`config.mk`:
```
export PLATFORM = sky130hd
export DESIGN_NAME = registerFile
export DESIGN_NICKNAME = d
export VERILOG_FILES = /design/src/cpuPkg.sv /design/src/registerFile.sv
export VERILOG_INCLUDE_DIRS = /design/src /design/src/include
export SDC_FILE = /design/constraint.sdc
export NUM_CORES = 1
export LEC_CHECK = 0
export BUFFER_PORTS_ARGS = -buffer_cell sky130_fd_sc_hd__buf_2
export CORE_ASPECT_RATIO = 1.5
export CORE_MARGIN = 4
export CORE_UTILIZATION = 60
export CTS_BUF_LIST = sky130_fd_sc_hd__clkbuf_4 sky130_fd_sc_hd__clkbuf_8 sky130_fd_sc_hd__clkbuf_16
export DETAILED_ROUTE_END_ITERATION = 12
export PLACE_DENSITY = 0.82
export REMOVE_ABC_BUFFERS = 1
export SYNTH_ARGS = -nofsm -noshare
export SYNTH_HDL_FRONTEND = slang
export SYNTH_SLANG_ARGS = --single-unit
```
`constraint.sdc`:
```
create_clock -name clk -period 5.4 [get_ports clk]
set_input_delay 1.08 -clock clk [delete_from_list [all_inputs] [get_ports clk]]
set_output_delay 1.08 -clock clk [all_outputs]
set_load 0.02 [all_outputs]
```
`src/include/cpu_defines.svh`:
```
`ifndef CPU_DEFINES_SVH
`define CPU_DEFINES_SVH

// Width of data words, instruction words and the PC
`define CPU_DATA_WIDTH 16

// Unified instruction and data memory
`define CPU_MEM_DEPTH 256
`define CPU_MEM_ADDR_WIDTH 8

// Size of the general purpose register file
`define CPU_REG_COUNT 4

`endif

```
`src/cpuPkg.sv`:
```
`include "cpu_defines.svh"

package cpuPkg;

  // Data, instruction and PC value
  typedef logic [`CPU_DATA_WIDTH-1:0] word_t;

  // Register index
  typedef logic [$clog2(`CPU_REG_COUNT)-1:0] regIdx_t;

  // Word index into memory
  typedef logic [`CPU_MEM_ADDR_WIDTH-1:0] memAddr_t;

  // Opcode field, instruction bits 15:12
  typedef enum logic [3:0] {
    ADD  = 4'd0,
    NAND = 4'd1,
    LD   = 4'd2,
    ST   = 4'd3,
    LDA  = 4'd4,
    STA  = 4'd5,
    BZ   = 4'd6,
    BR   = 4'd7,
    JR   = 4'd8
  } opcode_t;

  // Next PC source
  typedef enum logic [1:0] {
    PC_INC,
    PC_REL,
    PC_REG
  } pcSel_t;

  // ALU function
  typedef enum logic {
    ALU_ADD,
    ALU_NAND
  } aluOp_t;

endpackage

```
`src/registerFile.sv`:
```
`timescale 1ns/10ps
`include "cpu_defines.svh"

module registerFile (
  input  logic            clk,
  input  logic            rst,
  input  cpuPkg::word_t   in,
  input  cpuPkg::regIdx_t inSel,
  input  logic            inEn,
  input  cpuPkg::regIdx_t outSel1,
  input  cpuPkg::regIdx_t outSel2,
  output cpuPkg::word_t   out1,
  output cpuPkg::word_t   out2
);
  import cpuPkg::*;

  word_t regs [`CPU_REG_COUNT];

  // All registers start at zero
  always_ff @(posedge clk or posedge rst) begin
    if (rst) begin
      for (int i = 0; i < `CPU_REG_COUNT; i++) begin
        regs[i] <= '0;
      end
    end else if (inEn) begin
      regs[inSel] <= in;
    end
  end

  // Read ports see a write from the previous edge
  assign out1 = regs[outSel1];
  assign out2 = regs[outSel2];

endmodule
```
==> results.md <==
- Status: finished, final reports clean
- WHS Path Cells: 1
- Core ar.: 0.00512 mm²
- Die Y: 97.2 µm
- I/O pins: 57
- Worst-path cell chain: buf_2 -> mux4_2 -> buf_2
- Core Util, Final: 71.8%
- Die X-Extent: 67.4 µm
- Via/cell ratio: 6.11
- Root Driver: clkbuf_8
- Final Cycle Share: 63.0%
- WP data required: 4.32 ns
- Sequential share of power: 44.5%
- Crit path time final: 3.40 ns
- Post-DP HPWL: 4610 µm
- Sequential share of the synthesized area: 50.4%
- Full die area: 0.00655 mm²
- Data arrival, critical path: 2.32 ns
- Mapped Area: 0.00318 mm²
- Worst Tran Pin Value: 0.955 ns
- Largest register FFs: 64
- Cts bufs inserted: 9
- Post-CTS Setup Bufs: 0
- Worst Path Max Fanout: 16
- Antenna violations before repair: 0
- Post-Synthesis Cells: 177
- VDD IR max: 0.268 mV
- GRT busiest layer: met2
- Starting Density: 62.1%
- Antenna-violating nets left: 0
- Drt pass-1 iters: 4
- PwrDens: 391 mW/mm²
- Critical Path Slowest Stage Cell: mux4_2
- Clock transition at the registers of the reported paths: 0.06 ns
- Worst-skew pair later-pin latency: 0.33 ns
- # hold bufs at CTS: 0
- Total gr overflow: 0
- Clock share of power: 29.1%
- Final Hold Fails: 0
- Final WL: 6870 µm
- RSZ-0062 raised after global routing: no
- GRT met1 Usage: 28.0%
- Overall routing resource usage: 23.5%
- Slew margin rel.: 36.3%
- Top Registers: regs: 64 flops
- R2R cell count: 1
- Synth Warn #: 0
- Fmax: 0.294 GHz
- Unique masters post-synth: 11
- CTS tree: done
- Max cap viols: 0
- Leakage: 1.59 nW
- Switching part of the total: 29.1%
- Setup-failing EPs final: 0
- Critical path capture point type: primary output
- WL/cell: 22.5 µm
- Clock Path Buffers: 2
- Fraction of layout cells with a size suffix above 1: 73.1%
- Largest net degree at the start of global routing: 65
- Setup TNS Final: 0 ns
- Yosys reg bits: 64
- Peak per-stage delay on the critical path: 0.59 ns
- H-tree Lvls: 3
- Initial drt markers: 85
- # placed instances: 290
- Worst min path class: flop to flop
- Largest Register: regs
- Net switching power: 0.418 mW
- Clock sink count: 64
- Clock skew: 0 ns
- Final nets: 258
- Worst setup slack after layout: 2.00 ns
- Post-Syn Area per Cell: 18.0 µm²
- Vias in the first global route: 2102
- Final max-slew violation count: 0
- Place WS: 1.96 ns
- Total Power: 1.44 mW
- Final std cells w/o fill: 306
- Met2 usage: 41.0%
- Area growth from synthesis to layout: 15.6%
- Remaining DRCs: 0
- Resized cells post-CTS: 0
- CP startpoint kind: input port
- Comb pwr share: 26.4%
- Int Pwr: 1.02 mW
- Vias: 1870
- Row cnt: 32
- Diode count: 0
- GPL Wtd Cong: 0.686
- Global Route met3 Usage: 5.56%
- Most Frequent Cell on Critical Path: buf_2
- CP Class: input port to primary output
- IO buf count: 56
- First-pass GRT wire length: 11000 µm
-- cell type report --
type                    instances  area, µm²
flip-flops and latches         64       1600
repair buffers                 57        288
clock buffers                  13        166
multi-input cells             100       1490
fillers                       374       1450
well taps                      68       85.1
clock inverters                 3       40.0
inverters                       1       3.75
-- power by group through the flow --
| stage | combinational [mW] | clock, mW | sequential [mW] |
|---|---|---|---|
| finish | 0.379 | 0.418 | 0.640 |
| global route | 0.406 | 0.448 | 0.649 |
| CTS | 0.386 | 0.427 | 0.638 |
| detailed placement | 0.383 | 0 | 0.647 |
| global placement | 0.370 | 0 | 0.628 |
| floorplan | 0.276 | 0 | 0.619 |
-- routing by layer --
layer  wire length (µm)  part of all wire (%)  vias up
met3                346                   5.0        8
met2               3860                    56       57
met5                  0                     0        -
met4                 97                   1.4        0
met1               2570                    37      996
li1                   -                     -      809
-- path summary, 6_finish.rpt --
path	end	from	slack, ns
worst max-delay path	out1[11]	outSel1[0]	2.00
worst min-delay path	regs[32]	regs[32]	0.53
worst max register to register	regs[6]	regs[6]	4.59
worst min register to register	regs[32]	regs[32]	0.53
max in group asynchronous	regs[48]	rst	3.91
min in group asynchronous	regs[61]	rst	0.97
-- placed cells by master, fill, tap and decap left out, drive strengths merged --
master and count:
nor3b 1, mux4 32, bufinv 1, clkinv 2, nand3b 2, nand3 1
inv 1, mux2 64, clkbuf 13, buf 57, dfrtp 64
-- stage by stage --
step                cell area, µm²  hold WS [ns]
floorplan                     3100         0.491
global placement              3470         0.500
detailed placement            3470         0.515
CTS                           3680         0.529
global route                  3680         0.538
finish                        3680         0.527
-- worst max-delay path, delay by kind of cell --
kind	cells	cell delay, ns
buffers and inverters	2	0.65
muxes	1	0.59
-- Yosys cell counts --
library cell	count	area, µm²
dfrtp_1	64	1600
mux2_2	64	721
mux4_2	32	721
buf_2	7	35.0
buf_4	3	22.5
nand3b_2	2	22.5
buf_6	1	11.3
clkbuf_8	1	13.8
inv_1	1	3.75
nand3_2	1	10.0
nor3b_4	1	18.8
-- kinds of logic (layout without fill, tap and decap cells) --
group         after synthesis  count (layout)  share of synthesized area (%)
flops                      64              64                           50.4
mux                        96              96                           45.3
simple gates                4               4                           1.61
buf+inv                    13              74                           2.71
(Power assumes the default switching activity.)
