## src/include/cpu_defines.svh

```systemverilog
`ifndef CPU_DEFINES_SVH
`define CPU_DEFINES_SVH

// Width of data words, instruction words and the PC
`define CPU_DATA_WIDTH 16

// Unified instruction and data memory
`define CPU_MEM_DEPTH 256
`define CPU_MEM_ADDR_WIDTH 8

// Size of the general purpose register file
`define CPU_REG_COUNT 4

`endif

```

## src/cpuPkg.sv

```systemverilog
`include "cpu_defines.svh"

package cpuPkg;

  // Data, instruction and PC value
  typedef logic [`CPU_DATA_WIDTH-1:0] word_t;

  // Register index
  typedef logic [$clog2(`CPU_REG_COUNT)-1:0] regIdx_t;

  // Word index into memory
  typedef logic [`CPU_MEM_ADDR_WIDTH-1:0] memAddr_t;

  // Opcode field, instruction bits 15:12
  typedef enum logic [3:0] {
    ADD  = 4'd0,
    NAND = 4'd1,
    LD   = 4'd2,
    ST   = 4'd3,
    LDA  = 4'd4,
    STA  = 4'd5,
    BZ   = 4'd6,
    BR   = 4'd7,
    JR   = 4'd8
  } opcode_t;

  // Next PC source
  typedef enum logic [1:0] {
    PC_INC,
    PC_REL,
    PC_REG
  } pcSel_t;

  // ALU function
  typedef enum logic {
    ALU_ADD,
    ALU_NAND
  } aluOp_t;

endpackage

```

## src/decoder.sv

```systemverilog
`timescale 1ns/10ps

module decoder (
  input  cpuPkg::word_t   instruction,
  input  logic            zFlag,
  output cpuPkg::pcSel_t  nextPCSel,
  output logic            regInSource,
  output logic            regInEn,
  output cpuPkg::regIdx_t regInSel,
  output cpuPkg::regIdx_t regOutSel1,
  output cpuPkg::regIdx_t regOutSel2,
  output cpuPkg::aluOp_t  aluOp,
  output logic            aluEn,
  output logic            dWE,
  output logic            dAddrSel,
  output cpuPkg::word_t   imm
);
  import cpuPkg::*;

  opcode_t opcode;
  word_t   immZero;
  word_t   immSign;

  assign opcode = opcode_t'(instruction[15:12]);

  // Register fields sit at fixed positions
  assign regInSel   = instruction[11:10];
  assign regOutSel1 = instruction[9:8];
  assign regOutSel2 = instruction[7:6];

  // Absolute addresses are zero-extended, branch offsets sign-extended
  assign immZero = {8'b0, instruction[7:0]};
  assign immSign = {{8{instruction[7]}}, instruction[7:0]};

  always_comb begin
    // Unknown opcodes fall through as a no-op
    nextPCSel   = PC_INC;
    regInSource = 1'b0;
    regInEn     = 1'b0;
    aluOp       = ALU_ADD;
    aluEn       = 1'b0;
    dWE         = 1'b0;
    dAddrSel    = 1'b0;
    imm         = immZero;

    case (opcode)
      ADD: begin
        regInEn = 1'b1;
        aluEn   = 1'b1;
      end
      NAND: begin
        regInEn = 1'b1;
        aluOp   = ALU_NAND;
        aluEn   = 1'b1;
      end
      LD: begin
        regInSource = 1'b1;
        regInEn     = 1'b1;
        dAddrSel    = 1'b1;
      end
      LDA: begin
        regInSource = 1'b1;
        regInEn     = 1'b1;
      end
      ST: begin
        dWE      = 1'b1;
        dAddrSel = 1'b1;
      end
      STA: begin
        dWE = 1'b1;
      end
      BZ: begin
        imm       = immSign;
        nextPCSel = zFlag ? PC_REL : PC_INC;
      end
      BR: begin
        imm       = immSign;
        nextPCSel = PC_REL;
      end
      // Target comes from rs1
      JR: nextPCSel = PC_REG;
      default: ;
    endcase
  end

endmodule

```

## config.mk

```make
export PLATFORM = sky130hd
export DESIGN_NAME = decoder
export DESIGN_NICKNAME = d
export VERILOG_FILES = /design/src/cpuPkg.sv /design/src/decoder.sv
export VERILOG_INCLUDE_DIRS = /design/src /design/src/include
export SDC_FILE = /design/constraint.sdc
export NUM_CORES = 1
export LEC_CHECK = 0
export BUFFER_PORTS_ARGS = -buffer_cell sky130_fd_sc_hd__buf_4
export CORE_AREA = 3 3 40 42
export DETAILED_ROUTE_END_ITERATION = 12
export DIE_AREA = 0 0 43 45
export SYNTH_ARGS = -nofsm -noshare
export SYNTH_HDL_FRONTEND = slang
export SYNTH_SLANG_ARGS = --single-unit
```

## constraint.sdc

```tcl
create_clock -name vclk -period 1.3
set_input_delay 0.13 -clock vclk [all_inputs]
set_output_delay 0.13 -clock vclk [all_outputs]
set_load 0.03 [all_outputs]
```

==> results.json <==
{
  "outcome": "finished clean",
  "nNetsFinal": 57,
  "synth_largest_area_cell": "buf_4",
  "multi_input_area_um2": 98.8,
  "grt_pass1_vias": 142,
  "critPathLaunchType": "primary input",
  "cap_viol_max_count": 0,
  "setup_viol": 0,
  "antenna_found_initial": 0,
  "fin_hold_ws_ns": 0.260,
  "rows": 13,
  "crit_required_ns": 1.17,
  "criticalPathCategory": "in2out",
  "wl_um": 489,
  "tightest_slew_ns": 0.413,
  "crit_fanout": 8,
  "overflow": 0,
  "grtUsageTotal_pct": 3.81,
  "cellLeakagePower_uw": 0.000153,
  "drc_errors": 0,
  "hp-class": "in2out",
  "min_period_over_period_pct": 86.5,
  "ys_top_cells_by_area": "buf_4 (64%), nor3_1 (6.1%), nor3b_1 (6.1%), nor2_1 (4.6%), nor3_2 (4.1%)",
  "setup_tns_ns": 0,
  "slew_viol_final": 0,
  "die_h_um": 45,
  "synth_area_um2": 245,
  "cts_resized": 0,
  "drt_iter0_drc": 3,
  "area.growth.synth_to_final_pct": 21.4,
  "crit_start": "instruction[14]",
  "nFillCells": 139,
  "synth_seq_area_share_pct": 0,
  "diodes": 0,
  "hold_viol_final": 0,
  "clkbuf_count": 0,
  "dieArea_um2": 1940,
  "post-route-min-period_ns": 1.13,
  "syn_area_per_cell_um2": 7.01,
  "post-dp-hpwl_um": 407,
  "hold_buffers": 0,
  "rsz0062_at_grt": "false",
  "regArea_um2": 0,
  "synth_top_area_share_pct": 64.3,
  "syn-num-nets": 52,
  "gp_congestion": 0.713,
  "max-vdd-ir-drop_uv": 74.4,
  "core-area_um2": 1280,
  "grt_max_degree": 9,
  "port_buffers": 24,
  "initial_core_util_pct": 19.1,
  "drtPass1Iterations": 2,
  "power_density_nw_per_um2": 404,
  "vias": 210,
  "cts_setup_buffers": 0,
  "fmax_mhz": 889,
  "syn_inst": 35,
  "cp-endpoint": "imm[15]",
  "grt_pass1_wl_um": 621,
  "synth_warnings": 0,
  "yosysUniqueCellTypes": 10,
  "relSlewSlack_pct": 72.4,
  "final_antenna_net_count": 0,
  "seq_cells": 0,
  "worstPathArrival_ns": 1.00,
  "endpoint_kind": "primary output",
  "drive_gt1_share_pct": 73.7,
  "post_drt_via_cell_ratio": 3.96,
  "die_w_um": 43,
  "pin_count": 47,
  "wire_per_inst_um": 9.23
}
## final cells by class
type               count  area share, %
repair buffers        24           60.5
multi-input cells     14           33.2
well taps             15           6.30
## cells by family (layout without fill, tap and decap cells)
group           count (synthesis)  in the layout  share of synthesized area, %
buf+inv                        21             24                          64.3
xor+xnor                        1              1                          3.57
simple gates                   12             12                          28.6
compound gates                  1              1                          3.57
## worst min path at each step
stage               endpoint  depth (start not counted)            start  slack, ns
2_1_floorplan    regInSource                          1  instruction[15]       0.33
3_3_place_gp   regOutSel1[1]                          0   instruction[9]       0.26
3_5_place_dp   regOutSel1[1]                          0   instruction[9]       0.26
4_1_cts        regOutSel1[1]                          0   instruction[9]       0.26
5_1_grt               imm[0]                          0   instruction[0]       0.26
6_report              imm[0]                          0   instruction[0]       0.26
## metrics by stage
stage	instances	worst slack, ns	area (um2)	util [%]	total power, uW
after floorplan	35	0.0150	256	-	145
after global placement	53	0.185	298	23.2	121
after detailed placement	53	0.153	298	23.2	121
after CTS	53	0.155	298	23.2	121
after global routing	53	0.0492	298	23.2	126
final	53	0.175	298	23.2	120
## worst max-delay path, cell delays in order
cell	delay [ns]
buf_4	0.12
nand2_1	0.10
nor3b_2	0.41
buf_4	0.24
## where the power goes
part | leakage [uW] | switching [uW] | internal (uW)
sequential | 0 | 0 | 0
clock | 0 | 0 | 0
combinational | 0.000153 | 72.2 | 48.0
total | 0.000153 | 72.2 | 48.0
## cells in the final DEF (no fill, tap or decap)
cell type,synthesis,routed
a21o_2,1,1
buf_4,21,24
nand2_1,1,1
nand2b_1,1,1
nor2_1,3,3
nor3_1,3,3
nor3_2,1,1
nor3b_1,2,1
nor3b_2,0,1
nor4b_2,0,1
xnor2_1,1,1
## routing by layer
metal,track usage (%),vias up,routed length [um]
met1,4.76,86,167
li1,-,99,-
met3,1.99,2,152
met5,0,-,0
met2,5.39,23,164
met4,1.81,0,4
## cell usage after synthesis
cell       n
nor2_1     3
nor3_2     1
a21o_2     1
xnor2_1    1
nand2b_1   1
nor3b_1    2
nand2_1    1
nor3_1     3
buf_4     21
nor4b_1    1
Power figures use the tool's default switching activity.
