--- src/include/cpu_defines.svh ---
`ifndef CPU_DEFINES_SVH
`define CPU_DEFINES_SVH

// Width of data words, instruction words and the PC
`define CPU_DATA_WIDTH 16

// Unified instruction and data memory
`define CPU_MEM_DEPTH 256
`define CPU_MEM_ADDR_WIDTH 8

// Size of the general purpose register file
`define CPU_REG_COUNT 4

`endif

--- src/cpuPkg.sv ---
`include "cpu_defines.svh"

package cpuPkg;

  // Data, instruction and PC value
  typedef logic [`CPU_DATA_WIDTH-1:0] word_t;

  // Register index
  typedef logic [$clog2(`CPU_REG_COUNT)-1:0] regIdx_t;

  // Word index into memory
  typedef logic [`CPU_MEM_ADDR_WIDTH-1:0] memAddr_t;

  // Opcode field, instruction bits 15:12
  typedef enum logic [3:0] {
    ADD  = 4'd0,
    NAND = 4'd1,
    LD   = 4'd2,
    ST   = 4'd3,
    LDA  = 4'd4,
    STA  = 4'd5,
    BZ   = 4'd6,
    BR   = 4'd7,
    JR   = 4'd8
  } opcode_t;

  // Next PC source
  typedef enum logic [1:0] {
    PC_INC,
    PC_REL,
    PC_REG
  } pcSel_t;

  // ALU function
  typedef enum logic {
    ALU_ADD,
    ALU_NAND
  } aluOp_t;

endpackage

--- src/memory.sv ---
`timescale 1ns/10ps
`include "cpu_defines.svh"

module memory (
  input  logic             clk,
  input  cpuPkg::memAddr_t iAddr,
  output cpuPkg::word_t    iDataOut,
  input  cpuPkg::memAddr_t dAddr,
  input  logic             dWE,
  input  cpuPkg::word_t    dDataIn,
  output cpuPkg::word_t    dDataOut,
  input  logic             progWe,
  input  cpuPkg::memAddr_t progAddr,
  input  cpuPkg::word_t    progData
);
  import cpuPkg::*;

  word_t    mem [`CPU_MEM_DEPTH];

  logic     wrEn;
  memAddr_t wrAddr;
  word_t    wrData;

  // Program loading takes the single write port when active
  assign wrEn   = progWe | dWE;
  assign wrAddr = progWe ? progAddr : dAddr;
  assign wrData = progWe ? progData : dDataIn;

  always_ff @(posedge clk) begin
    if (wrEn) begin
      mem[wrAddr] <= wrData;
    end
  end

  // Both read ports are combinational
  assign iDataOut = mem[iAddr];
  assign dDataOut = mem[dAddr];

endmodule

--- config.mk ---
export PLATFORM = sky130hd
export DESIGN_NAME = memory
export DESIGN_NICKNAME = d
export VERILOG_FILES = /design/src/cpuPkg.sv /design/src/memory.sv
export VERILOG_INCLUDE_DIRS = /design/src /design/src/include
export SDC_FILE = /design/constraint.sdc
export NUM_CORES = 2
export LEC_CHECK = 0
export BUFFER_PORTS_ARGS = -buffer_cell sky130_fd_sc_hd__buf_2
export CAP_MARGIN = 20
export CORE_UTILIZATION = 55
export CTS_BUF_LIST = sky130_fd_sc_hd__clkbuf_4
export DETAILED_ROUTE_END_ITERATION = 8
export HOLD_SLACK_MARGIN = 0.03
export PLACE_DENSITY = 0.74
export SYNTH_ARGS = -nofsm -noshare
export SYNTH_HDL_FRONTEND = slang
export SYNTH_SLANG_ARGS = --single-unit
--- constraint.sdc ---
create_clock -name clk -period 6.85 [get_ports clk]
set_input_delay 1.7125 -clock clk [delete_from_list [all_inputs] [get_ports clk]]
set_output_delay 1.7125 -clock clk [all_outputs]
set_load 0.01 [all_outputs]
==> run_results.csv <==
group,metric,value,unit
outcome,outcome,"finished, violations left",
outcome,violations,"negative setup slack",
critical_path,slowest_stage,"o31ai_1",
min_path,holdCritPathClass,"primary input to flip-flop",
detailed_routing,viasPerCell,7.31,
finish,finalNetCount,12100,
floorplan,die_w,593,microns
floorplan,die-height,593,microns
floorplan,die_area,352000,sq um
timing,setup_viol_count_final,19,
timing,relSlewSlack,14.8,%
critical_path,path_common_cell,"buf_4",
critical_path,crit_required,5.14,ns
timing,fmax,142,MHz
min_path,holdPathStages,2,
detailed_routing,antenna_left,0,
timing,period_share,103,%
power,p_leak,74.0,nW
critical_path,arrival,5.34,ns
finish,largestRegisters,"mem: 4096 flops",
power,p_clk_share,38.2,%
logic_synthesis,synth_cell_types,66,
logic_synthesis,syn_area_per_cell,18.6,sq um
logic_synthesis,synth_edf_count,4096,
logic_synthesis,synthArstFlopShare,0,%
place,dpl.hpwl,443000,microns
detailed_routing,wl,685000,microns
clock_network,cts_hold_buf,0,
logic_synthesis,syn-num-nets,10400,
critical_path,cp-end-kind,"output port",
floorplan,core_area,347000,sq um
critical_path,cp-start-kind,"primary input",
grt,antenna_found_initial,60,
finish,largest_reg_flops,4096,
logic_synthesis,ys.flop_type,"edfxtp_1",
grt,grt_pass1_vias,126000,
logic_synthesis,syn_area,192000,sq um
timing,setup_tns,-1.23,ns
critical_path,slowest_delay,0.73,ns
finish,regMostFlops,"mem",
detailed_routing,first_pass_iters,6,
timing,timing.final.ws_setup,-0.204,ns
critical_path,criticalPathCategory,"primary input to output port",
detailed_routing,drt-wirelength-per-cell,39.6,microns
clock_network,cts_made_buffers,1130,
power,swShare,25.3,%
logic_synthesis,synthCells,10300,
power,powerDensity,248,nW/um^2
place,preCtsSetupSlack,-1.02,ns
place,portBuffers,90,
logic_synthesis,ys_warn_count,0,
detailed_routing,drtIter0Drc,20900,
clock_network,htree_levels,7,
critical_path,path_max_fanout,15,
timing,finalHoldViolCount,0,
clock_network,cts_root_buf,"clkbuf_4",
floorplan,placementRows,216,
critical_path,path_cells,"clkbuf_8 -> buf_4 -> inv_6 -> buf_12 -> buf_4 -> a211oi_1 -> o31ai_1 -> nand4_1 -> nor4_4 -> buf_4 -> buf_2",
timing,slew_violations,0,
job,drv_cap,0,
detailed_routing,drc,0,
power,internal_power,40.8,mW
grt,grt_max_degree,161,
timing,grt_setup_unrepaired,"true",
power,pwr-share-comb,10.7,%
power,seq_power_share,51.1,%
finish,drive_gt1_share,39.4,%
floorplan,io_pins,91,
clock_network,cts_num_sinks,4096,
detailed_routing,vias,127000,
place,place_congestion,1.06,
timing,tightest_slew,1.28,ns
power,peakVddDrop,0.000258,V
power,power_switching,13.8,mW
timing,finalCriticalPeriod,7.05,ns
logic_synthesis,ys_ff_latch,4096,
grt,grt_first_pass_wirelength,948000,microns
finish,areaGrowthSynthToFinish,14.6,%
clock_network,cts.path.max_buffers,5,
logic_synthesis,yosysSeqAreaShare,63.9,%
floorplan,start_util,55.4,%
power,total_power,54.6,mW
clock_network,path_clk_slew,0.07,ns
grt,gr-total-overflow,0,
grt,track_usage,38.8,%
clock_network,cts_tree,"yes",
Yosys cell counts, types with 63 or more instances:
cell	number	area [sq um]
buf_6	123	1390
clkbuf_1	369	1390
mux2i_1	1136	11400
o22ai_1	380	2380
edfxtp_1	4096	123000
nand2_1	258	968
nor3_1	315	1580
o221ai_1	290	2540
a21oi_1	242	1210
buf_2	152	761
a22oi_1	73	548
o21ai_0	145	726
mux4_2	1649	37100
buf_4	94	706
nor2_1	409	1540
nand3_1	63	315
worst max-delay path, delay by kind of cell:
kind | cells | cell delay, ns
AO/OA/AOI/OAI | 2 | 0.84
buffers and inverters | 7 | 1.61
AND/OR/NAND/NOR | 2 | 1.09
power groups by stage:
stage	Clock, mW	Sequential [mW]	Combinational [mW]
final	20.9	27.9	5.85
after detailed placement	0	28.4	5.50
after CTS	21.0	27.9	5.56
after global routing	22.2	27.9	5.89
after floorplan	0	28.5	3.00
after global placement	0	28.4	5.41
layout make-up:
type | instances | area (sq um)
fillers | 24100 | 126000
repair buffers | 1414 | 13300
clock buffers | 1546 | 11600
flip-flops and latches | 4096 | 123000
multi-input cells | 5392 | 65500
well taps | 4578 | 5730
diodes | 72 | 180
clock inverters | 216 | 1180
inverters | 10 | 67.6
stage by stage:
step                cell area (sq um)  hold WS, ns  util [%]  instances
global placement               206000         2.22      59.4      15400
detailed placement             206000         2.24      59.5      15500
CTS                            220000        0.380      63.3      17200
finish                         221000        0.482      63.5      17300
floorplan                      192000         2.35         -      10300
global route                   220000        0.400      63.5      17300
what timing repair did:
action	CTS	global route
pin swaps	9	15
setup buffers	5	10
gates cloned	2	9
endpoints found under the setup margin	18	25
resized for setup	60	51
final timing paths:
check / start / endpoint / slack, ns
worst max-delay path: dAddr[2] / dDataOut[5] / -0.20
worst min-delay path: progData[5] / mem[57][5] / 0.48
cell families (layout without fill, tap and decap cells):
| family | Yosys count | after routing | synth area share [%] |
|---|---|---|---|
| compound gates | 1393 | 1393 | 5.06 |
| flops | 4096 | 4096 | 63.9 |
| simple gates | 1179 | 1179 | 2.77 |
| mux | 2820 | 2820 | 25.5 |
| buf+inv | 846 | 3186 | 2.72 |
| other cells | 0 | 72 | 0 |
cells in the final DEF, fill, tap and decap left out, types with 16 or more instances in the layout:
master / synthesis / final
a22oi_1: 73 / 72
nor4_1: 37 / 28
clkinv_2: 0 / 18
nor2_2: 0 / 179
mux4_2: 1649 / 1649
a2111oi_0: 28 / 19
o22ai_1: 380 / 371
o221ai_1: 290 / 288
or4_1: 23 / 18
nor2_1: 409 / 225
buf_2: 152 / 80
clkinv_1: 1 / 167
inv_2: 3 / 16
mux2i_1: 1136 / 1134
o211ai_1: 18 / 18
mux2_8: 0 / 16
nand4_1: 22 / 22
o21ai_0: 145 / 142
buf_4: 94 / 1106
a221oi_1: 36 / 33
buf_16: 0 / 20
a32oi_1: 31 / 31
a22o_1: 55 / 54
nand3_1: 63 / 49
nand2_1: 258 / 254
nor3_1: 315 / 286
clkbuf_4: 2 / 1547
nor3_2: 0 / 22
edfxtp_1: 4096 / 4096
a211oi_1: 32 / 29
buf_12: 16 / 167
a21oi_1: 242 / 241
diode_2: 0 / 72
routing by layer:
layer,part of all wire [%],wire length [microns],vias up,track usage (%)
li1,-,-,48500,-
met4,8.6,58700,20,29.5
met3,15,105000,2308,14.2
met5,0.025,170,-,0
met1,32,220000,64100,48.6
met2,44,301000,11700,55.2
Power figures use the tool's default switching activity.
