[config.mk]
export PLATFORM = sky130hd
export DESIGN_NAME = ALU
export DESIGN_NICKNAME = d
export VERILOG_FILES = /design/src/cpuPkg.sv /design/src/ALU.sv
export VERILOG_INCLUDE_DIRS = /design/src /design/src/include
export SDC_FILE = /design/constraint.sdc
export NUM_CORES = 1
export LEC_CHECK = 0
export ABC_CLOCK_PERIOD_IN_PS = 2000
export BUFFER_PORTS_ARGS = -buffer_cell sky130_fd_sc_hd__buf_2
export CORE_UTILIZATION = 24
export DETAILED_ROUTE_END_ITERATION = 12
export GPL_TIMING_DRIVEN = 0
export MAX_ROUTING_LAYER = met4
export PLACE_DENSITY_LB_ADDON = 0.15
export SYNTH_ARGS = -nofsm -noshare
export SYNTH_HDL_FRONTEND = slang
export SYNTH_SLANG_ARGS = --single-unit
[constraint.sdc]
create_clock -name clk -period 2 [get_ports clk]
set_input_delay 0.1 -clock clk [delete_from_list [all_inputs] [get_ports clk]]
set_output_delay 0.1 -clock clk [all_outputs]
set_load 0.01 [all_outputs]
[src/include/cpu_defines.svh]
`ifndef CPU_DEFINES_SVH
`define CPU_DEFINES_SVH

// Width of data words, instruction words and the PC
`define CPU_DATA_WIDTH 16

// Unified instruction and data memory
`define CPU_MEM_DEPTH 256
`define CPU_MEM_ADDR_WIDTH 8

// Size of the general purpose register file
`define CPU_REG_COUNT 4

`endif

[src/cpuPkg.sv]
`include "cpu_defines.svh"

package cpuPkg;

  // Data, instruction and PC value
  typedef logic [`CPU_DATA_WIDTH-1:0] word_t;

  // Register index
  typedef logic [$clog2(`CPU_REG_COUNT)-1:0] regIdx_t;

  // Word index into memory
  typedef logic [`CPU_MEM_ADDR_WIDTH-1:0] memAddr_t;

  // Opcode field, instruction bits 15:12
  typedef enum logic [3:0] {
    ADD  = 4'd0,
    NAND = 4'd1,
    LD   = 4'd2,
    ST   = 4'd3,
    LDA  = 4'd4,
    STA  = 4'd5,
    BZ   = 4'd6,
    BR   = 4'd7,
    JR   = 4'd8
  } opcode_t;

  // Next PC source
  typedef enum logic [1:0] {
    PC_INC,
    PC_REL,
    PC_REG
  } pcSel_t;

  // ALU function
  typedef enum logic {
    ALU_ADD,
    ALU_NAND
  } aluOp_t;

endpackage

[src/ALU.sv]
`timescale 1ns/10ps

module ALU (
  input  logic           clk,
  input  logic           rst,
  input  cpuPkg::word_t  in1,
  input  cpuPkg::word_t  in2,
  input  cpuPkg::aluOp_t op,
  input  logic           en,
  output cpuPkg::word_t  out,
  output logic           zFlag
);
  import cpuPkg::*;

  // Result is purely combinational
  always_comb begin
    case (op)
      ALU_NAND: out = ~(in1 & in2);
      default:  out = in1 + in2;
    endcase
  end

  // Zero flag only moves on an ADD or NAND, held otherwise
  always_ff @(posedge clk or posedge rst) begin
    if (rst) begin
      zFlag <= 1'b0;
    end else if (en) begin
      zFlag <= (out == '0);
    end
  end

endmodule

==> out/results.tsv, run 1 <==
metric	value	unit
fillers	486	
fmax	407.6	MHz
die_area	4986	um^2
yosysMostFrequentCell	ha_1	
grt_pass1_vias	1198	
fin_nets	259	
routabilityCongestion	0.8302	
top_layer	met3	
skew	0	ns
antenna_found_initial	0	
worst_setup_path_end_kind	register	
placed_cell_area	1504	um^2
period_share	122.7	%
largest_reg_flops	1	
drt-wirelength-per-cell	13.45	um
design_area	1780	um^2
grt_overflow_total	0	
drt_wl_total	3443	um
power.internal	310.2	uW
ant_nets	0	
pwr_density_cell	342.5	nW/um^2
clk-insertion-delay-late	0	ns
initial_core_util	25.42	%
netlist_area	1130	um^2
r2r_start	zFlag$_DFFE_PP0P_	
tightest_slew	0.6500	ns
die_y	70.61	um
rows	24	
syn_inst	142	
avgViaCountPerCell	5.188	
power_frac_comb	96.6	%
crit_type	input port to register	
grt_pass1_wl	5692	um
dr.pass1.iters	8	
synth_cell_types	49	
num_vias	1328	
final-setup-viol-count	2	
grt_max_degree	11	
leakagePower	0.0007680	uW
syn2layout_area_growth	57.59	%
route.detailed.drc	2	
grt_usage	13.89	%
slew_violations	0	
violations	DRC, setup timing	
power_switching	299.7	uW
status	finished, violations left	
critical-path-max-stage-delay	0.43	ns
dr_wl_met2	1604	um
cp_data_required_time	1.92	ns
synth-async-reset-ratio	100.0	%
drv_cap	0	
fin_tns_setup	-0.5218	ns
period_minus_slack	2.453	ns
yosys-top-cells-count	ha_1, nor2_1, a21oi_1, mux2i_1	
yosysTopAreaCell	ha_1	
path_clk_slew	0	ns
p_total	609.9	uW
drt_iter0_markers	25	
crit_fanout	8	
relSlewSlack	56.66	%
synth.ff_latch_count	1	
finalWorstSetupSlack	-0.4532	ns
min_from	en	
seqPwrFrac	3.4	%
die_x	70.61	um
io_pins	53	
cp-start-kind	input port	
ir_worst_vdd	147.7	uV
diodes	0	
hold_violations	0	
largest_register	zFlag	
ys_warn_count	0	
slowest_stage	or4_4	
hp-class	input port to register	
routedLengthMet1	1716	um
synthFlopType	dfrtp_1	
synth_nets	195	
rsz0062_at_grt	yes	
coreArea	4444	um^2
crit_chain	buf_2 > ha_4 > and3_4 > a22o_1 > o2bb2ai_4 > xor2_2 > o2111ai_1 > a2111o_1 > or4_4 > o2bb2ai_2	
synth_area_per_cell	7.957	um^2
synth_edf_count	0	
synth_top_area_share	17.72	%
dp_hpwl	2701	um
yosysSeqAreaShare	2.215	%
p_sw_share	49.13	%
crit_start	in1[4]	
pwr-share-clk	0	%
drive_gt1_share	52.45	%
yosys-top-cells-area	ha_1, mux2i_1, a21o_1, a21oi_1, xor2_1	
arrival	2.37	ns
portBuffers	51	
reg_top3	zFlag (1)	
wl_met3	123	um
-- power by group through the flow --
stage	Combinational, uW	Clock, uW	Sequential (uW)
after global routing	649	0	20.6
final	589	0	20.6
after global placement	487	0	20.6
after CTS	605	0	20.6
after floorplan	340	0	20.6
after detailed placement	485	0	20.6
-- cells in the final DEF (no fill, tap or decap), drive strengths merged, types with 3 or more instances in the layout --
cell type | netlist | final
xnor2 | 4 | 4
a21o | 8 | 8
a211oi | 5 | 5
nor4 | 3 | 3
o21ai | 7 | 7
o21a | 3 | 3
a21oi | 12 | 12
buf | 4 | 66
xor2 | 5 | 5
nand2b | 3 | 3
ha | 16 | 16
nand2 | 8 | 8
nor2 | 11 | 11
mux2i | 10 | 10
inv | 7 | 7
-- worst paths after layout --
path                       slack, ns                 to  cells past startpoint
setup / recovery               -0.45  zFlag$_DFFE_PP0P_                     10
hold / removal                  0.39  zFlag$_DFFE_PP0P_                      3
setup reg to reg                1.40  zFlag$_DFFE_PP0P_                      1
hold reg to reg                 0.48  zFlag$_DFFE_PP0P_                      1
max in group asynchronous       1.42  zFlag$_DFFE_PP0P_                      3
min in group asynchronous       0.49  zFlag$_DFFE_PP0P_                      3
-- stage by stage --
step	utilization, %	hold WS (ns)	worst slack (ns)	instances
2_1_floorplan	-	-0.1713	-0.2881	142
3_3_place_gp	33.84	-0.06648	-0.6963	245
3_5_place_dp	33.84	-0.06617	-0.6909	245
4_1_cts	39.22	0.3966	-0.5191	258
5_1_grt	40.06	0.4147	-0.5931	256
6_report	40.06	0.3912	-0.4532	256
-- cell type report --
class	count	area, um^2	area share [%]
multi-input cells	129	1266	71.12
repair buffers	63	370.4	20.80
well taps	52	65.06	3.654
plain buffers	4	27.53	1.546
inverters	7	26.28	1.476
flip-flops and latches	1	25.02	1.405
-- critical path, delay by kind of cell --
family / cells / cell delay [ns]
compound gates: 5 / 1.12
fa+ha+maj: 1 / 0.27
xor+xnor: 1 / 0.17
simple gates: 2 / 0.62
buf+inv: 1 / 0.11
-- cell families after synthesis --
logic type                 Yosys count  share of synthesized area, %
DFF                                  1                         2.214
muxes                               11                         9.856
xor gates and xnor gates             9                         6.976
and+or+nand+nor                     39                         19.16
AOI/OAI and AO/OA                   53                         37.76
buffers and inverters               12                         4.540
adders and majority gates           17                         19.49
-- routing by layer --
metal  track usage, %  up-vias
li1                 -      683
met1            20.62      609
met2            22.76       36
met3                0        0
met4                0        0
met5                -        -
-- what timing repair did --
action                     CTS  global route
setup buffers               12             5
gates resized for setup     26            14
pin swaps                   10             8
hold endpoints to repair     1             0
setup endpoints to repair    6             8
hold buffers                 1             0
(Power assumes the default switching activity.)
==> run 2: changes to the inputs <==
--- a/config.mk
+++ b/config.mk
@@ -7,9 +7,9 @@
 export NUM_CORES = 1
 export LEC_CHECK = 0
 export ABC_CLOCK_PERIOD_IN_PS = 2000
-export BUFFER_PORTS_ARGS = -buffer_cell sky130_fd_sc_hd__buf_2
 export CORE_UTILIZATION = 24
 export DETAILED_ROUTE_END_ITERATION = 12
+export DONT_BUFFER_PORTS = 1
 export GPL_TIMING_DRIVEN = 0
 export MAX_ROUTING_LAYER = met4
 export PLACE_DENSITY_LB_ADDON = 0.15
==> out/results.tsv, run 2 (synthesis results as in run 1) <==
metric	value	unit
status	finished, violations left	
violations	DRC, setup timing	
skew	0	ns
drt_wl_total	3204	um
largest_reg_flops	1	
drive_gt1_share	23.61	%
reg_top3	zFlag (1)	
clk-insertion-delay-late	0	ns
initial_core_util	25.42	%
crit_start	in1[5]	
arrival	2.35	ns
dp_slack	-0.6361	ns
r2r_start	zFlag$_DFFE_PP0P_	
whs	0.3106	ns
coreArea	4444	um^2
crit_type	input port to register	
slew_violations	0	
grt_pass1_wl	5078	um
routabilityCongestion	0.8147	
hp-class	input port to register	
grt_max_degree	11	
cp_data_required_time	1.92	ns
fin_nets	199	
relSlewSlack	51.12	%
fmax	411.6	MHz
grt_pass1_vias	1018	
die_x	70.61	um
ir_worst_vdd	100.5	uV
largest_register	zFlag	
multiInputGateArea	1165	um^2
place_inst	194	
leakagePower	0.0005063	uW
drv_cap	0	
ant_nets	0	
worst_setup_path_end_kind	register	
num_vias	1109	
min_from	en	
syn2layout_area_growth	17.28	%
drt-wirelength-per-cell	16.35	um
die_area	4986	um^2
cp-start-kind	input port	
slowest_stage	or4_4	
diodes	0	
final_cells	196	
finalWorstSetupSlack	-0.4294	ns
rows	24	
fillers	486	
grt_usage	12.65	%
period_minus_slack	2.429	ns
period_share	121.5	%
io_pins	53	
design_area	1325	um^2
grt_overflow_total	0	
crit_chain	ha_1 > o21a_1 > o211ai_4 > o2bb2ai_4 > xor2_1 > o2111ai_1 > a2111o_1 > or4_4 > o2bb2ai_2	
dr.pass1.iters	8	
die_y	70.61	um
final-setup-viol-count	1	
rsz0062_at_grt	yes	
placed_cell_area	1249	um^2
critical-path-max-stage-delay	0.43	ns
path_clk_slew	0	ns
portBuffers	0	
route.detailed.drc	2	
crit_fanout	4	
ff_latch_area	25.02	um^2
hold_violations	0	
tightest_slew	0.7333	ns
drt_iter0_markers	31	
fin_tns_setup	-0.4294	ns
dp_hpwl	2662	um
mostFrequentLayoutCells	nor2_1, ha_1, a21oi_1	
pwr_density_cell	346.0	nW/um^2
avgViaCountPerCell	5.658	
antenna_found_initial	0	
run 2: cell count changes in the layout (fill, tap and decap cells not counted), moves of 2 or more:
cell | before | now
buf_2 | 49 | 3
buf_4 | 12 | 2
ha_1 | 5 | 11
ha_4 | 8 | 3
a211oi_1 | 2 | 5
a211oi_2 | 3 | 0
buf_6 | 3 | 0
a21oi_1 | 7 | 9
a21oi_2 | 4 | 2
mux2i_1 | 10 | 8
mux2i_2 | 0 | 2
run 2: through the flow:
step	total power, uW	utilization, %
3_5_place_dp	432.5	28.10
2_1_floorplan	360.4	-
6_report	458.4	29.81
4_1_cts	453.8	29.22
5_1_grt	505.8	29.81
3_3_place_gp	428.3	28.10
run 2: power breakdown:
part	switching (uW)	internal (uW)	total [uW]
Sequential	0.000110	20.6	20.6
Combinational	258	180	438
Clock	0	0	0
Total	258	201	458
run 2: worst paths after layout:
path	to	slack (ns)	depth (start not counted)
worst max-delay path	zFlag$_DFFE_PP0P_	-0.43	9
worst min-delay path	zFlag$_DFFE_PP0P_	0.31	2
worst max register to register	zFlag$_DFFE_PP0P_	1.33	1
worst min register to register	zFlag$_DFFE_PP0P_	0.55	1
max in group asynchronous	zFlag$_DFFE_PP0P_	1.52	2
min in group asynchronous	zFlag$_DFFE_PP0P_	0.39	2
run 2: what timing repair did:
action,in CTS,in global routing
pin swaps,2,2
resized for setup,7,7
hold buffers,1,0
setup buffers,1,0
endpoints found under the hold margin,1,0
endpoints found under the setup margin,3,6
run 2: area by class of cell:
type | count | area share, %
Timing Repair Buffer | 2 | 1.322
Sequential cell | 1 | 1.889
Buffer | 5 | 1.983
Tap cell | 52 | 4.910
Multi-Input combinational cell | 129 | 87.91
Inverter | 7 | 1.983
run 2: metal layers:
| metal | global-route usage (%) | share of wire (%) | vias up |
|---|---|---|---|
| li1 | - | - | 554 |
| met1 | 18.30 | 47 | 528 |
| met2 | 20.71 | 48 | 27 |
| met3 | 0.8547 | 4.2 | 0 |
| met4 | 0 | 0 | 0 |
| met5 | - | 0 | - |
run 2: critical path, delay by kind of cell:
family,cells,cell delay [ns]
AOI/OAI and AO/OA,6,1.30
and+or+nand+nor,1,0.43
adders and majority gates,1,0.31
xor gates and xnor gates,1,0.21
==> run 3: changes to the inputs <==
--- a/config.mk
+++ b/config.mk
@@ -7,6 +7,7 @@
 export NUM_CORES = 1
 export LEC_CHECK = 0
 export ABC_CLOCK_PERIOD_IN_PS = 2000
+export CORE_MARGIN = 4
 export CORE_UTILIZATION = 24
 export DETAILED_ROUTE_END_ITERATION = 12
 export DONT_BUFFER_PORTS = 1
==> out/results.tsv, run 3 (synthesis results as in run 1) <==
metric	value	unit
dp_hpwl	2824	um
grt_usage	11.44	%
fmax	412.6	MHz
rr_endpoint	zFlag$_DFFE_PP0P_	
final_cells	199	
path_clk_slew	0	ns
mostFrequentLayoutCells	nor2_1, a21oi_1, a21o_1, nand2_1, mux2i_1	
avgViaCountPerCell	5.643	
route.detailed.drc	0	
drt_wl_total	3507	um
r2r_start	zFlag$_DFFE_PP0P_	
crit_start	in1[0]	
rows	24	
violations	setup timing	
antenna_found_initial	0	
period_minus_slack	2.424	ns
drive_gt1_share	32.65	%
grt_pass1_wl	5582	um
grt_overflow_total	0	
largest_reg_flops	1	
grt.busiest_layer	met2	
io_pins	53	
grt_max_degree	11	
grt_pass1_vias	1101	
grtUsageMet2	19.86	%
slew_violations	0	
cp_data_required_time	1.92	ns
seqPwrFrac	3.9	%
gr-usage-met1	14.83	%
tightest_slew	0.7239	ns
fin_nets	202	
syn2layout_area_growth	31.23	%
pwr-share-clk	0	%
place_inst	194	
die_area	5869	um^2
power_switching	281.0	uW
leakagePower	0.0005428	uW
status	finished, violations left	
drv_cap	0	
fillers	453	
num_vias	1123	
clk-insertion-delay-late	0	ns
reg_top3	zFlag (1)	
p_sw_share	53.74	%
pwr_density_cell	352.7	nW/um^2
power.internal	241.9	uW
die_y	76.61	um
initial_core_util	25.42	%
crit_type	input port to register	
largest_register	zFlag	
crit_fanout	3	
final_common_cell	nor2_1	
drt-wirelength-per-cell	17.62	um
cp-start-kind	input port	
reg2regPathDepth	1	
rrSetupSlack	1.33	ns
setup.worst_path.end	zFlag$_DFFE_PP0P_	
final-setup-viol-count	1	
routabilityCongestion	0.7832	
die_x	76.61	um
coreArea	4444	um^2
period_share	121.2	%
hold_violations	0	
met3_usage	1.655	%
rsz0062_at_grt	yes	
placed_cell_area	1249	um^2
finalWorstSetupSlack	-0.4236	ns
power_frac_comb	96.1	%
diodes	0	
design_area	1483	um^2
portBuffers	0	
ant_nets	0	
hp-class	input port to register	
dr.pass1.iters	4	
skew	0	ns
relSlewSlack	51.74	%
ir_worst_vdd	119.6	uV
p_total	522.9	uW
drt_iter0_markers	49	
worst_setup_path_end_kind	register	
min_from	en	
arrival	2.34	ns
whs	0.3171	ns
## run 3: worst max-delay path, cell delays in order
cell and delay (ns):
ha_4 0.15, inv_2 0.06, fa_2 0.23, nor2b_4 0.06
o31ai_4 0.30, a22oi_2 0.12, buf_4 0.18, nor4_4 0.18
a211oi_4 0.08, a2111o_1 0.30, or4_4 0.43, o2bb2ai_2 0.14
## run 3: through the flow
step | setup TNS [ns] | worst slack [ns] | util (%)
2_1_floorplan | -0.2881 | -0.2881 | -
3_3_place_gp | -0.7851 | -0.5841 | 28.10
3_5_place_dp | -0.8773 | -0.6506 | 28.10
4_1_cts | -0.4798 | -0.4798 | 29.76
5_1_grt | -0.5323 | -0.5272 | 33.36
6_report | -0.4236 | -0.4236 | 33.36
## run 3: how the worst min path moves through the flow
stage                                   end  slack [ns]  cells after the start
after floorplan           zFlag$_DFFE_PP0P_       -0.17                      1
after global placement    zFlag$_DFFE_PP0P_       -0.17                      1
after detailed placement  zFlag$_DFFE_PP0P_       -0.17                      1
after CTS                 zFlag$_DFFE_PP0P_        0.32                      2
after global routing      zFlag$_DFFE_PP0P_        0.34                      2
final                     zFlag$_DFFE_PP0P_        0.32                      2
## run 3: per-layer routing
metal  up-vias  wire, um
li1        563         -
met1       526      1596
met2        32      1715
met3         2       186
met4         0         9
met5         -         0
## run 3: what timing repair did
item,CTS,global route
resized for setup,13,21
hold buffers,1,0
buffers inserted,0,5
pin swaps,6,22
endpoints found under the setup margin,4,3
endpoints found under the hold margin,1,0
gates cloned,0,0
## run 3: power by group through the flow
stage / sequential [uW] / clock, uW / combinational (uW)
after detailed placement: 20.6 / 0 / 414
after floorplan: 20.6 / 0 / 340
after CTS: 20.6 / 0 / 439
after global routing: 20.6 / 0 / 552
after global placement: 20.6 / 0 / 409
final: 20.6 / 0 / 502
## run 3: layout make-up
cell class,instances,area (um^2),share of cell area (%)
inverters,7,26.28,1.772
repair buffers,6,47.55,3.207
flip-flops and latches,1,25.02,1.688
well taps,52,65.06,4.388
multi-input cells,129,1295,87.34
plain buffers,4,23.77,1.603
